==> src/hw/rv_core_config.svh <==
`ifndef RV_CORE_CONFIG_SVH
`define RV_CORE_CONFIG_SVH

// First fetch address out of reset
`define RV_RESET_PC 32'h0000_0000

// Architectural register count, x0 included
`define RV_NUM_REGS 32

// Address widths of the instruction and data ports
`define RV_IADDR_W 32
`define RV_DADDR_W 32

`endif
==> src/hw/rv_core_pkg.sv <==
`include "rv_core_config.svh"

package rv_core_pkg;

	typedef logic [31:0]             word_t;
	typedef logic [`RV_DADDR_W-1:0] addr_t;
	typedef logic [4:0]              reg_idx_t;
	typedef logic [3:0]              wmask_t;

	// Major opcodes of the supported subset
	typedef enum logic [6:0] {
		OP_R      = 7'b0110011,
		OP_I      = 7'b0010011,
		OP_LUI    = 7'b0110111,
		OP_LOAD   = 7'b0000011,
		OP_STORE  = 7'b0100011,
		OP_BRANCH = 7'b1100011,
		OP_JAL    = 7'b1101111
	} opcode_e;

	typedef enum logic [2:0] {
		ALU_ADD,
		ALU_SUB,
		ALU_AND,
		ALU_OR,
		ALU_XOR,
		ALU_SLT,
		ALU_PASS_B
	} alu_op_e;

	typedef enum logic [1:0] {WB_NONE, WB_ALU, WB_MEM, WB_PC4} wb_sel_e;

	typedef enum logic [1:0] {CTRL_NONE, CTRL_BEQ, CTRL_BNE, CTRL_JAL} ctrl_kind_e;

	// ********************************************************
	// Stage bundles
	// ********************************************************
	typedef struct packed {
		addr_t pc;
		word_t instr;
		logic  valid;
	} fd_bundle_t;

	typedef struct packed {
		addr_t      pc;
		word_t      op1;
		word_t      op2;
		word_t      rs2_data;
		word_t      imm;
		alu_op_e    alu_op;
		wb_sel_e    wb_sel;
		reg_idx_t   rd;
		logic       mem_read;
		logic       mem_write;
		ctrl_kind_e ctrl_kind;
		logic       valid;
	} de_bundle_t;

	typedef struct packed {
		word_t    alu_result;
		word_t    store_data;
		word_t    pc4;
		reg_idx_t rd;
		wb_sel_e  wb_sel;
		logic     mem_read;
		logic     mem_write;
		logic     valid;
	} em_bundle_t;

endpackage

==> src/hw/mem_port_if.sv <==
`timescale 1ns/1ps

interface mem_port_if
	import rv_core_pkg::*;
();
	logic   req;
	addr_t  addr;
	logic   write;
	word_t  wdata;
	wmask_t wmask;
	logic   ready;
	word_t  rdata;
	logic   rvalid;

	modport requester (
		output req, addr, write, wdata, wmask,
		input  ready, rdata, rvalid
	);

	modport responder (
		input  req, addr, write, wdata, wmask,
		output ready, rdata, rvalid
	);

endinterface

==> src/hw/rv_core.sv <==
`timescale 1ns/1ps

module rv_core
	import rv_core_pkg::*;
(
	input  logic   clk,
	input  logic   arst_n,
	output logic   imem_req,
	output addr_t  imem_addr,
	input  logic   imem_ready,
	input  word_t  imem_rdata,
	input  logic   imem_rvalid,
	output logic   dmem_req,
	output addr_t  dmem_addr,
	output logic   dmem_write,
	output word_t  dmem_wdata,
	output wmask_t dmem_wmask,
	input  logic   dmem_ready,
	input  word_t  dmem_rdata,
	input  logic   dmem_rvalid
);

	fd_bundle_t fd;
	de_bundle_t de;
	em_bundle_t em;
	logic       stall_f;
	logic       stall_d;
	logic       bubble_e;
	logic       flush_fd;
	logic       stall_m;
	logic       redirect;
	addr_t      redirect_pc;
	logic       wb_en;
	reg_idx_t   wb_rd;
	word_t      wb_data;
	logic       d_valid;
	reg_idx_t   d_rs1;
	reg_idx_t   d_rs2;
	logic       d_uses_rs2;
	logic       e_valid;
	reg_idx_t   e_rd;
	logic       m_valid;
	reg_idx_t   m_rd;
	logic       m_busy;

	mem_port_if imem_if ();
	mem_port_if dmem_if ();

	// ********************************************************
	// Memory ports
	// ********************************************************
	assign imem_req       = imem_if.req;
	assign imem_addr      = imem_if.addr;
	assign imem_if.ready  = imem_ready;
	assign imem_if.rdata  = imem_rdata;
	assign imem_if.rvalid = imem_rvalid;

	assign dmem_req       = dmem_if.req;
	assign dmem_addr      = dmem_if.addr;
	assign dmem_write     = dmem_if.write;
	assign dmem_wdata     = dmem_if.wdata;
	assign dmem_wmask     = dmem_if.wmask;
	assign dmem_if.ready  = dmem_ready;
	assign dmem_if.rdata  = dmem_rdata;
	assign dmem_if.rvalid = dmem_rvalid;

	// ********************************************************
	// Control and stages
	// ********************************************************
	core_ctrl ctrl0 (
		.clk(clk), .arst_n(arst_n),
		.d_valid(d_valid), .d_rs1(d_rs1), .d_rs2(d_rs2), .d_uses_rs2(d_uses_rs2),
		.e_valid(e_valid), .e_rd(e_rd),
		.m_valid(m_valid), .m_rd(m_rd), .m_busy(m_busy),
		.redirect(redirect),
		.stall_f(stall_f), .stall_d(stall_d), .bubble_e(bubble_e),
		.flush_fd(flush_fd), .stall_m(stall_m)
	);

	fetch_stage fetch0 (
		.clk(clk), .arst_n(arst_n),
		.stall_f(stall_f), .flush_fd(flush_fd),
		.redirect(redirect), .redirect_pc(redirect_pc),
		.imem(imem_if.requester),
		.fd(fd)
	);

	decode_stage decode0 (
		.clk(clk), .arst_n(arst_n),
		.stall_d(stall_d), .flush_fd(flush_fd), .bubble_e(bubble_e),
		.fd(fd),
		.wb_en(wb_en), .wb_rd(wb_rd), .wb_data(wb_data),
		.de(de),
		.d_valid(d_valid), .d_rs1(d_rs1), .d_rs2(d_rs2), .d_uses_rs2(d_uses_rs2)
	);

	execute_stage execute0 (
		.clk(clk), .arst_n(arst_n),
		.stall_m(stall_m),
		.de(de),
		.em(em),
		.redirect(redirect), .redirect_pc(redirect_pc),
		.e_valid(e_valid), .e_rd(e_rd)
	);

	memory_stage memory0 (
		.clk(clk), .arst_n(arst_n),
		.em(em),
		.dmem(dmem_if.requester),
		.wb_en(wb_en), .wb_rd(wb_rd), .wb_data(wb_data),
		.m_valid(m_valid), .m_rd(m_rd), .m_busy(m_busy)
	);

endmodule

==> src/hw/memory_stage.sv <==
`timescale 1ns/1ps

module memory_stage
	import rv_core_pkg::*;
(
	input  logic          clk,
	input  logic          arst_n,
	input  em_bundle_t    em,
	mem_port_if.requester dmem,
	output logic          wb_en,
	output reg_idx_t      wb_rd,
	output word_t         wb_data,
	output logic          m_valid,
	output reg_idx_t      m_rd,
	output logic          m_busy
);

	typedef enum logic [1:0] {IDLE, REQ, WAIT} mem_state_e;

	mem_state_e state_q;
	logic       mem_op;
	logic       done;

	assign mem_op = em.valid && (em.mem_read || em.mem_write);

	// em is frozen while busy, so the request fields stay put
	assign dmem.req   = mem_op && (state_q != WAIT);
	assign dmem.addr  = addr_t'(em.alu_result);
	assign dmem.write = em.mem_write;
	assign dmem.wdata = em.store_data;
	assign dmem.wmask = em.mem_write ? 4'hf : 4'h0;

	// Store ends on acceptance, load on rvalid
	assign done = (dmem.req && dmem.ready && em.mem_write) ||
		(state_q == WAIT && dmem.rvalid);
	assign m_busy = mem_op && !done;

	always_ff @(posedge clk or negedge arst_n) begin
		if (!arst_n) begin
			state_q <= IDLE;
		end else begin
			case (state_q)
				IDLE, REQ: begin
					if (dmem.req && dmem.ready)
						state_q <= em.mem_read ? WAIT : IDLE;
					else if (dmem.req)
						state_q <= REQ;
				end
				WAIT: begin
					if (dmem.rvalid)
						state_q <= IDLE;
				end
				default: state_q <= IDLE;
			endcase
		end
	end

	// ********************************************************
	// Writeback
	// ********************************************************
	assign wb_en = em.valid && (em.wb_sel != WB_NONE) && (em.rd != '0) && !m_busy;
	assign wb_rd = em.rd;

	always_comb begin
		case (em.wb_sel)
			WB_MEM:  wb_data = dmem.rdata;
			WB_PC4:  wb_data = em.pc4;
			default: wb_data = em.alu_result;
		endcase
	end

	assign m_valid = em.valid;
	assign m_rd    = em.rd;

	a_no_stray_rvalid: assert property (@(posedge clk) disable iff (!arst_n)
		state_q == IDLE |-> !dmem.rvalid);

endmodule

==> src/hw/execute_stage.sv <==
`timescale 1ns/1ps

module execute_stage
	import rv_core_pkg::*;
(
	input  logic       clk,
	input  logic       arst_n,
	input  logic       stall_m,
	input  de_bundle_t de,
	output em_bundle_t em,
	output logic       redirect,
	output addr_t      redirect_pc,
	output logic       e_valid,
	output reg_idx_t   e_rd
);

	word_t alu_res;
	logic  taken;

	// ********************************************************
	// ALU and branch compare
	// ********************************************************
	always_comb begin
		case (de.alu_op)
			ALU_ADD:    alu_res = de.op1 + de.op2;
			ALU_SUB:    alu_res = de.op1 - de.op2;
			ALU_AND:    alu_res = de.op1 & de.op2;
			ALU_OR:     alu_res = de.op1 | de.op2;
			ALU_XOR:    alu_res = de.op1 ^ de.op2;
			ALU_SLT:    alu_res = {31'b0, ($signed(de.op1) < $signed(de.op2))};
			ALU_PASS_B: alu_res = de.op2;
			default:    alu_res = de.op1 + de.op2;
		endcase
	end

	// Branches compare rs1 against rs2 carried in op2
	always_comb begin
		case (de.ctrl_kind)
			CTRL_BEQ: taken = (de.op1 == de.op2);
			CTRL_BNE: taken = (de.op1 != de.op2);
			CTRL_JAL: taken = 1'b1;
			default:  taken = 1'b0;
		endcase
	end

	// Held back while memory is busy so it fires exactly once
	assign redirect    = de.valid && taken && !stall_m;
	assign redirect_pc = de.pc + addr_t'(de.imm);

	assign e_valid = de.valid;
	assign e_rd    = de.rd;

	always_ff @(posedge clk or negedge arst_n) begin
		if (!arst_n) begin
			em <= '0;
		end else if (!stall_m) begin
			em.alu_result <= alu_res;
			em.store_data <= de.rs2_data;
			em.pc4        <= word_t'(de.pc + addr_t'(4));
			em.rd         <= de.rd;
			em.wb_sel     <= de.wb_sel;
			em.mem_read   <= de.mem_read;
			em.mem_write  <= de.mem_write;
			em.valid      <= de.valid;
		end
	end

endmodule

==> src/hw/decode_stage.sv <==
`timescale 1ns/1ps
`include "rv_core_config.svh"

module decode_stage
	import rv_core_pkg::*;
(
	input  logic       clk,
	input  logic       arst_n,
	input  logic       stall_d,
	input  logic       flush_fd,
	input  logic       bubble_e,
	input  fd_bundle_t fd,
	input  logic       wb_en,
	input  reg_idx_t   wb_rd,
	input  word_t      wb_data,
	output de_bundle_t de,
	output logic       d_valid,
	output reg_idx_t   d_rs1,
	output reg_idx_t   d_rs2,
	output logic       d_uses_rs2
);

	word_t      rf_q [`RV_NUM_REGS];
	reg_idx_t   rs1;
	reg_idx_t   rs2;
	logic [2:0] funct3;
	word_t      rs1_data;
	word_t      rs2_data;
	word_t      imm_i;
	word_t      imm_s;
	word_t      imm_b;
	word_t      imm_j;
	word_t      imm_u;
	logic       known;
	logic       uses_rs1;
	logic       uses_rs2;
	de_bundle_t dec;

	assign rs1    = fd.instr[19:15];
	assign rs2    = fd.instr[24:20];
	assign funct3 = fd.instr[14:12];

	assign imm_i = {{20{fd.instr[31]}}, fd.instr[31:20]};
	assign imm_s = {{20{fd.instr[31]}}, fd.instr[31:25], fd.instr[11:7]};
	assign imm_b = {{19{fd.instr[31]}}, fd.instr[31], fd.instr[7],
		fd.instr[30:25], fd.instr[11:8], 1'b0};
	assign imm_j = {{11{fd.instr[31]}}, fd.instr[31], fd.instr[19:12],
		fd.instr[20], fd.instr[30:21], 1'b0};
	assign imm_u = {fd.instr[31:12], 12'h000};

	assign rs1_data = (rs1 == '0) ? '0 : rf_q[rs1];
	assign rs2_data = (rs2 == '0) ? '0 : rf_q[rs2];

	// ********************************************************
	// Decoder
	// ********************************************************
	always_comb begin
		dec           = '0;
		dec.pc        = fd.pc;
		dec.op1       = rs1_data;
		dec.op2       = rs2_data;
		dec.rs2_data  = rs2_data;
		dec.imm       = imm_i;
		dec.rd        = fd.instr[11:7];
		dec.alu_op    = ALU_ADD;
		dec.wb_sel    = WB_NONE;
		dec.ctrl_kind = CTRL_NONE;
		known    = 1'b1;
		uses_rs1 = 1'b1;
		uses_rs2 = 1'b0;
		case (fd.instr[6:0])
			OP_R: begin
				uses_rs2   = 1'b1;
				dec.wb_sel = WB_ALU;
				case (funct3)
					3'b000: dec.alu_op = fd.instr[30] ? ALU_SUB : ALU_ADD;
					3'b010: dec.alu_op = ALU_SLT;
					3'b100: dec.alu_op = ALU_XOR;
					3'b110: dec.alu_op = ALU_OR;
					3'b111: dec.alu_op = ALU_AND;
					default: known = 1'b0;
				endcase
			end
			OP_I: begin
				dec.op2    = imm_i;
				dec.wb_sel = WB_ALU;
				case (funct3)
					3'b000: dec.alu_op = ALU_ADD;
					3'b100: dec.alu_op = ALU_XOR;
					3'b110: dec.alu_op = ALU_OR;
					3'b111: dec.alu_op = ALU_AND;
					default: known = 1'b0;
				endcase
			end
			OP_LUI: begin
				uses_rs1   = 1'b0;
				dec.op2    = imm_u;
				dec.alu_op = ALU_PASS_B;
				dec.wb_sel = WB_ALU;
			end
			OP_LOAD: begin
				dec.op2      = imm_i;
				dec.mem_read = 1'b1;
				dec.wb_sel   = WB_MEM;
				known        = (funct3 == 3'b010);
			end
			OP_STORE: begin
				uses_rs2      = 1'b1;
				dec.op2       = imm_s;
				dec.imm       = imm_s;
				dec.mem_write = 1'b1;
				known         = (funct3 == 3'b010);
			end
			OP_BRANCH: begin
				uses_rs2 = 1'b1;
				dec.imm  = imm_b;
				case (funct3)
					3'b000: dec.ctrl_kind = CTRL_BEQ;
					3'b001: dec.ctrl_kind = CTRL_BNE;
					default: known = 1'b0;
				endcase
			end
			OP_JAL: begin
				uses_rs1      = 1'b0;
				dec.imm       = imm_j;
				dec.wb_sel    = WB_PC4;
				dec.ctrl_kind = CTRL_JAL;
			end
			default: known = 1'b0;
		endcase
		// Unsupported encodings leave as a bubble
		dec.valid = fd.valid && known;
		if (dec.wb_sel == WB_NONE)
			dec.rd = '0;
	end

	assign d_valid    = dec.valid;
	assign d_rs1      = uses_rs1 ? rs1 : '0;
	assign d_rs2      = uses_rs2 ? rs2 : '0;
	assign d_uses_rs2 = uses_rs2;

	always_ff @(posedge clk or negedge arst_n) begin
		if (!arst_n) begin
			de <= '0;
		end else if (!stall_d) begin
			de <= dec;
			if (flush_fd || bubble_e)
				de.valid <= 1'b0;
		end
	end

	// Register file, written at the end of the memory stage
	always_ff @(posedge clk or negedge arst_n) begin
		if (!arst_n) begin
			for (int i = 0; i < `RV_NUM_REGS; i++)
				rf_q[i] <= '0;
		end else if (wb_en && wb_rd != '0) begin
			rf_q[wb_rd] <= wb_data;
		end
	end

endmodule

==> src/hw/fetch_stage.sv <==
`timescale 1ns/1ps
`include "rv_core_config.svh"

module fetch_stage
	import rv_core_pkg::*;
(
	input  logic          clk,
	input  logic          arst_n,
	input  logic          stall_f,
	input  logic          flush_fd,
	input  logic          redirect,
	input  addr_t         redirect_pc,
	mem_port_if.requester imem,
	output fd_bundle_t    fd
);

	typedef enum logic [1:0] {IDLE, WAIT, HOLD} fetch_state_e;
	typedef logic [`RV_IADDR_W-1:0] iaddr_t;

	fetch_state_e state_q;
	iaddr_t       pc_q;
	iaddr_t       addr_q;
	logic         req_q;
	logic         drop_q;
	fd_bundle_t   hold_q;
	fd_bundle_t   resp;

	assign resp = '{pc: addr_t'(addr_q), instr: imem.rdata, valid: 1'b1};

	assign imem.req   = req_q;
	assign imem.addr  = addr_t'(addr_q);
	assign imem.write = 1'b0;
	assign imem.wdata = '0;
	assign imem.wmask = '0;

	always_ff @(posedge clk or negedge arst_n) begin
		if (!arst_n) begin
			state_q <= IDLE;
			pc_q    <= iaddr_t'(`RV_RESET_PC);
			addr_q  <= '0;
			req_q   <= 1'b0;
			drop_q  <= 1'b0;
			fd      <= '0;
		end else begin
			if (req_q && imem.ready)
				req_q <= 1'b0;

			// Decode took the slot or it is flushed
			if (!stall_f || flush_fd)
				fd.valid <= 1'b0;

			if (redirect) begin
				pc_q <= iaddr_t'(redirect_pc);
				case (state_q)
					WAIT: begin
						if (imem.rvalid) begin
							state_q <= IDLE;
							drop_q  <= 1'b0;
						end else begin
							// Response still in flight gets thrown away
							drop_q <= 1'b1;
						end
					end
					default: state_q <= IDLE;
				endcase
			end else begin
				case (state_q)
					IDLE: begin
						req_q   <= 1'b1;
						addr_q  <= pc_q;
						pc_q    <= pc_q + iaddr_t'(4);
						state_q <= WAIT;
					end
					WAIT: begin
						if (imem.rvalid) begin
							if (drop_q) begin
								drop_q  <= 1'b0;
								state_q <= IDLE;
							end else if (!stall_f) begin
								fd      <= resp;
								state_q <= IDLE;
							end else begin
								state_q <= HOLD;
							end
						end
					end
					HOLD: begin
						if (!stall_f) begin
							fd      <= hold_q;
							state_q <= IDLE;
						end
					end
					default: state_q <= IDLE;
				endcase
			end
		end
	end

	// Only read back from HOLD
	always_ff @(posedge clk) begin
		if (imem.rvalid)
			hold_q <= resp;
	end

	a_addr_hold: assert property (@(posedge clk) disable iff (!arst_n)
		imem.req && !imem.ready |=> imem.req && $stable(imem.addr));

endmodule

==> src/hw/core_ctrl.sv <==
`timescale 1ns/1ps

module core_ctrl
	import rv_core_pkg::*;
(
	input  logic     clk,
	input  logic     arst_n,
	input  logic     d_valid,
	input  reg_idx_t d_rs1,
	input  reg_idx_t d_rs2,
	input  logic     d_uses_rs2,
	input  logic     e_valid,
	input  reg_idx_t e_rd,
	input  logic     m_valid,
	input  reg_idx_t m_rd,
	input  logic     m_busy,
	input  logic     redirect,
	output logic     stall_f,
	output logic     stall_d,
	output logic     bubble_e,
	output logic     flush_fd,
	output logic     stall_m
);

	logic hit_rs1;
	logic hit_rs2;
	logic hazard;

	// Scoreboard of destinations still in execute or memory
	// Non-writing instructions carry rd 0 and x0 never blocks
	assign hit_rs1 = (d_rs1 != '0) &&
		((e_valid && e_rd == d_rs1) || (m_valid && m_rd == d_rs1));
	assign hit_rs2 = d_uses_rs2 && (d_rs2 != '0) &&
		((e_valid && e_rd == d_rs2) || (m_valid && m_rd == d_rs2));

	assign hazard = d_valid && (hit_rs1 || hit_rs2);

	// Pending data access freezes the whole pipe
	assign stall_m = m_busy;
	assign stall_d = m_busy;

	// Redirect beats the interlock since the decode slot gets squashed
	assign flush_fd = redirect && !m_busy;
	assign stall_f  = m_busy || (hazard && !redirect);
	assign bubble_e = hazard && !redirect && !m_busy;

	// Squashed slot reaches execute empty
	a_squash_empty: assert property (@(posedge clk) disable iff (!arst_n)
		(bubble_e || flush_fd) |=> !e_valid);

	// Empty execute slot reaches memory empty and never writes back
	a_empty_moves_on: assert property (@(posedge clk) disable iff (!arst_n)
		(!e_valid && !m_busy) |=> !m_valid);

endmodule

==> config.mk <==
export PLATFORM = sky130hd
export DESIGN_NAME = rv_core
export DESIGN_NICKNAME = d
export VERILOG_FILES = /design/src/hw/rv_core_pkg.sv /design/src/hw/mem_port_if.sv /design/src/hw/rv_core.sv /design/src/hw/memory_stage.sv /design/src/hw/execute_stage.sv /design/src/hw/decode_stage.sv /design/src/hw/fetch_stage.sv /design/src/hw/core_ctrl.sv
export VERILOG_INCLUDE_DIRS = /design/src /design/src/hw
export SDC_FILE = /design/constraint.sdc
export NUM_CORES = 2
export LEC_CHECK = 0
export BUFFER_PORTS_ARGS = -buffer_cell sky130_fd_sc_hd__buf_2
export CORE_MARGIN = 8
export CORE_UTILIZATION = 69
export CTS_CLUSTER_SIZE = 25
export DETAILED_ROUTE_END_ITERATION = 7
export PLACE_DENSITY = 0.93
export REMOVE_ABC_BUFFERS = 1
export SYNTH_ARGS = -nofsm -noshare
export SYNTH_HDL_FRONTEND = slang
export SYNTH_HIERARCHICAL = 1
export SYNTH_SLANG_ARGS = --single-unit
==> constraint.sdc <==
create_clock -name clk -period 9.22 [get_ports clk]
set_input_delay 0.922 -clock clk [delete_from_list [all_inputs] [get_ports clk]]
set_output_delay 0.922 -clock clk [all_outputs]
set_load 0.1 [all_outputs]
==> flow_summary.rst <==
.. list-table::
   :header-rows: 1

   * - Metric
     - Value
   * - P per Cell Area
     - 277 nW/um2
   * - Final critical-path share of the clock period
     - 65.5%
   * - Global-route usage over all layers
     - 43.7%
   * - Total net switching power
     - 10.5 mW
   * - Number of clock sinks
     - 1493
   * - R2R Setup Slk
     - 3.19 ns
   * - Design area
     - 88300 um2
   * - DR WL/cell
     - 36.7 um
   * - Initial DRC count
     - 11400
   * - Routed via count
     - 63700
   * - Post-Syn Area per Cell
     - 12.7 um2
   * - Width of the chip
     - 361 um
   * - Global-route track usage on met2
     - 61.1%
   * - Setup skew after layout
     - 0.0361 ns
   * - Worst reg2reg startpoint
     - decode0/de[96]
   * - Clock tree from TritonCTS
     - built
   * - Final Max Tran Viols
     - 2
   * - Post-CTS Repair Setup Buffers
     - 0
   * - Number of global-route vias before repair
     - 64600
   * - Worst VDD drop
     - 0.458 mV
   * - Worst setup path class
     - register to register
   * - Combinational fraction of design power
     - 41.5%
   * - Origin of the worst setup path
     - decode0/de[96]
   * - Clock transition at the register clock pins on the worst setup and hold paths after CTS
     - 0.06 ns
   * - Syn-to-layout area delta
     - 7.60%
   * - Mean number of vias per cell
     - 8.07
   * - Highest achievable clock rate
     - 0.166 GHz
   * - Final GP Congestion
     - 1.05
   * - Nature of the critical path startpoint
     - register
   * - Global-route met3 utilization
     - 20.9%
   * - Worst Hold Class
     - primary input to asynchronous set/reset pin
   * - Sum of net half-perimeters after detailed placement
     - 167 mm
   * - Total CTS buffers
     - 156
   * - Post-layout net count
     - 6420
   * - Placed Cells incl. Taps
     - 7591
   * - Insertion delay to the later sink of the worst-skew pair
     - 0.84 ns
   * - Power, Total
     - 24.4 mW
   * - GRT overflow
     - 0
   * - GRT met1 Usage
     - 51.9%
   * - First-pass GRT wire length
     - 426 mm
   * - Final sum of negative setup slack
     - 0 ns
   * - Rel. slew slack
     - -3.12%
   * - Fraction of power spent switching nets
     - 43.0%
   * - Count of hold-fix buffers inserted at cts
     - 0
   * - Synthesized instance count
     - 6440
   * - Fraction of layout cells with a size suffix above 1
     - 36.7%
   * - Number of cells upsized or downsized after cts
     - 0
   * - Initial antenna violation count
     - 19
   * - Critical path arrival
     - 6.72 ns
   * - Height of the die
     - 361 um
   * - Setup-violating endpoint count in the final report
     - 0
   * - Total of warnings raised by yosys
     - 6
   * - Failing checks
     - DRC, capacitance limit, slew limit
   * - Mapped cell area
     - 82100 um2
   * - I/O Buffers
     - 172
   * - Max-capacitance violation count
     - 1
   * - Outcome
     - finished with violations
   * - Setup WS pre-CTS
     - 3.48 ns
   * - H-tree Lvls
     - 4
   * - Top-level port count
     - 173
   * - Clock network fraction of design power
     - 26.4%
   * - Largest net degree at the start of global routing
     - 178
   * - Least setup slack across all paths after layout
     - 3.19 ns
   * - DRC violations left
     - 2
   * - DIE AREA
     - 130000 um2
   * - Buffer cell driving the clock tree root
     - sky130_fd_sc_hd__clkbuf_16
   * - Layout Cells excl Fill
     - 7894
   * - Standard cell area after detailed placement
     - 83100 um2
   * - Number of buffers between clock root and the deepest sink
     - 3
   * - Number of search-and-repair iterations in the first detailed-routing pass
     - 7
   * - Required time of the worst setup path
     - 9.91 ns
   * - Number of failing hold endpoints at the final stage
     - 0
   * - Std-Cell Core Area
     - 118000 um2
   * - Final worst path period need
     - 6.03 ns
   * - Leakage power total
     - 38.4 nW
   * - Routed Antenna Nets
     - 0
   * - Proportion of power drawn by flip-flops and latches
     - 32.1%
   * - Crit. End Element
     - register
   * - Routed wire length
     - 290 mm
   * - R2r worst-path depth
     - 18
   * - Starting density of the core
     - 69.5%
   * - RSZ-0062 raised after global routing
     - false
   * - Actual slew at the worst max-slew pin
     - 1.53 ns
   * - Reg2reg end
     - fetch0/fd[51]
   * - Std-Cell Rows
     - 126
   * - Top fanout value on the critical path
     - 61
   * - Most congested layer reported by global routing
     - met2
   * - Internal power contribution
     - 13.9 mW
## power groups by stage
stage	logic [mW]	registers (mW)	clock network, mW
floorplan	5.89	8.89	0
global placement	9.10	7.84	0
detailed placement	9.34	7.87	0
CTS	9.54	7.78	6.43
global route	10.3	7.85	6.69
finish	10.1	7.84	6.45
## sequential cells by signal, summed over array words and instances (netlist names)
register,count
decode0/de,164
decode0/rf_q,1024
execute0/em,106
fetch0/drop_q,1
fetch0/fd,65
fetch0/hold_q,64
fetch0/imem.addr,32
fetch0/imem.req,1
fetch0/pc_q,32
fetch0/state_q,2
memory0/state_q,2
## placed cells by master (no fill, tap or decap), types with 17 or more instances in the layout
cell / instances
sky130_fd_sc_hd__o211ai_1: 19
sky130_fd_sc_hd__mux2_2: 1203
sky130_fd_sc_hd__nor3_1: 52
sky130_fd_sc_hd__edfxtp_1: 64
sky130_fd_sc_hd__and3_1: 23
sky130_fd_sc_hd__xnor2_1: 70
sky130_fd_sc_hd__o31ai_1: 23
sky130_fd_sc_hd__nor2_4: 19
sky130_fd_sc_hd__inv_1: 130
sky130_fd_sc_hd__mux2i_1: 227
sky130_fd_sc_hd__mux4_2: 457
sky130_fd_sc_hd__and2_1: 21
sky130_fd_sc_hd__ha_1: 133
sky130_fd_sc_hd__a21oi_1: 196
sky130_fd_sc_hd__dfrtp_1: 1416
sky130_fd_sc_hd__a31oi_1: 30
sky130_fd_sc_hd__xor2_1: 40
sky130_fd_sc_hd__a221oi_1: 34
sky130_fd_sc_hd__a21o_1: 18
sky130_fd_sc_hd__nand2b_1: 26
sky130_fd_sc_hd__o221ai_1: 58
sky130_fd_sc_hd__nand3_1: 63
sky130_fd_sc_hd__nor2_1: 191
sky130_fd_sc_hd__nor2b_1: 32
sky130_fd_sc_hd__clkbuf_16: 159
sky130_fd_sc_hd__nand4_1: 34
sky130_fd_sc_hd__buf_2: 172
sky130_fd_sc_hd__nand2_1: 281
sky130_fd_sc_hd__buf_4: 105
sky130_fd_sc_hd__a21oi_2: 30
sky130_fd_sc_hd__clkbuf_8: 25
sky130_fd_sc_hd__clkbuf_1: 42
sky130_fd_sc_hd__a211oi_1: 73
sky130_fd_sc_hd__o21bai_1: 17
sky130_fd_sc_hd__a22o_1: 100
sky130_fd_sc_hd__a22oi_1: 25
sky130_fd_sc_hd__o21ai_0: 234
sky130_fd_sc_hd__o22ai_1: 137
sky130_fd_sc_hd__diode_2: 22
sky130_fd_sc_hd__clkinv_2: 24
## final cells by class
cell class | instances | area [um2]
tap | 1536 | 1920
timing repair buffer | 288 | 1870
clock buffer | 226 | 4480
sequential | 1493 | 37700
fill | 6419 | 29800
clock inverter | 54 | 626
multi-input combinational | 4136 | 41100
inverter | 139 | 522
antenna | 22 | 55.1
## per-layer routing
| metal | vias up | routed length (um) |
|---|---|---|
| met4 | 16 | 29500 |
| met2 | 6383 | 120000 |
| met3 | 2150 | 48000 |
| met5 | - | 230 |
| met1 | 31400 | 91500 |
| li1 | 23800 | - |
## worst max-delay path, cell delays in order, from the launching register on
cell and delay [ns]:
sky130_fd_sc_hd__dfrtp_1 0.39, sky130_fd_sc_hd__inv_1 0.09, sky130_fd_sc_hd__ha_1 0.48, sky130_fd_sc_hd__nor2_1 0.27
sky130_fd_sc_hd__nand3_1 0.18, sky130_fd_sc_hd__nor3b_1 0.61, sky130_fd_sc_hd__nand3_1 0.26, sky130_fd_sc_hd__nor3_1 0.55
sky130_fd_sc_hd__mux2i_1 0.24, sky130_fd_sc_hd__nor2_4 0.12, sky130_fd_sc_hd__buf_4 0.45, sky130_fd_sc_hd__nand3b_1 0.18
sky130_fd_sc_hd__a21oi_1 0.05, sky130_fd_sc_hd__a22oi_2 0.18, sky130_fd_sc_hd__nand2b_1 0.23, sky130_fd_sc_hd__a21oi_1 0.24
sky130_fd_sc_hd__o21ba_4 0.18, sky130_fd_sc_hd__buf_4 0.68, sky130_fd_sc_hd__mux2_2 0.43
## worst max path at each step
stage                                to  slack, ns
after floorplan           fetch0/fd[16]     -16.24
after global placement    fetch0/fd[64]       3.70
after detailed placement  fetch0/fd[60]       3.48
after CTS                 fetch0/fd[51]       3.41
after global routing      fetch0/fd[51]       3.09
final                     fetch0/fd[51]       3.19
## metrics by stage
| step | utilization, % | hold slack [ns] |
|---|---|---|
| floorplan | - | 0.365 |
| global placement | 70.4 | 0.376 |
| detailed placement | 70.4 | 0.385 |
| CTS | 74.7 | 0.162 |
| global route | 74.7 | 0.197 |
| finish | 74.8 | 0.152 |
Note: power is estimated with default switching activity, not from simulation.
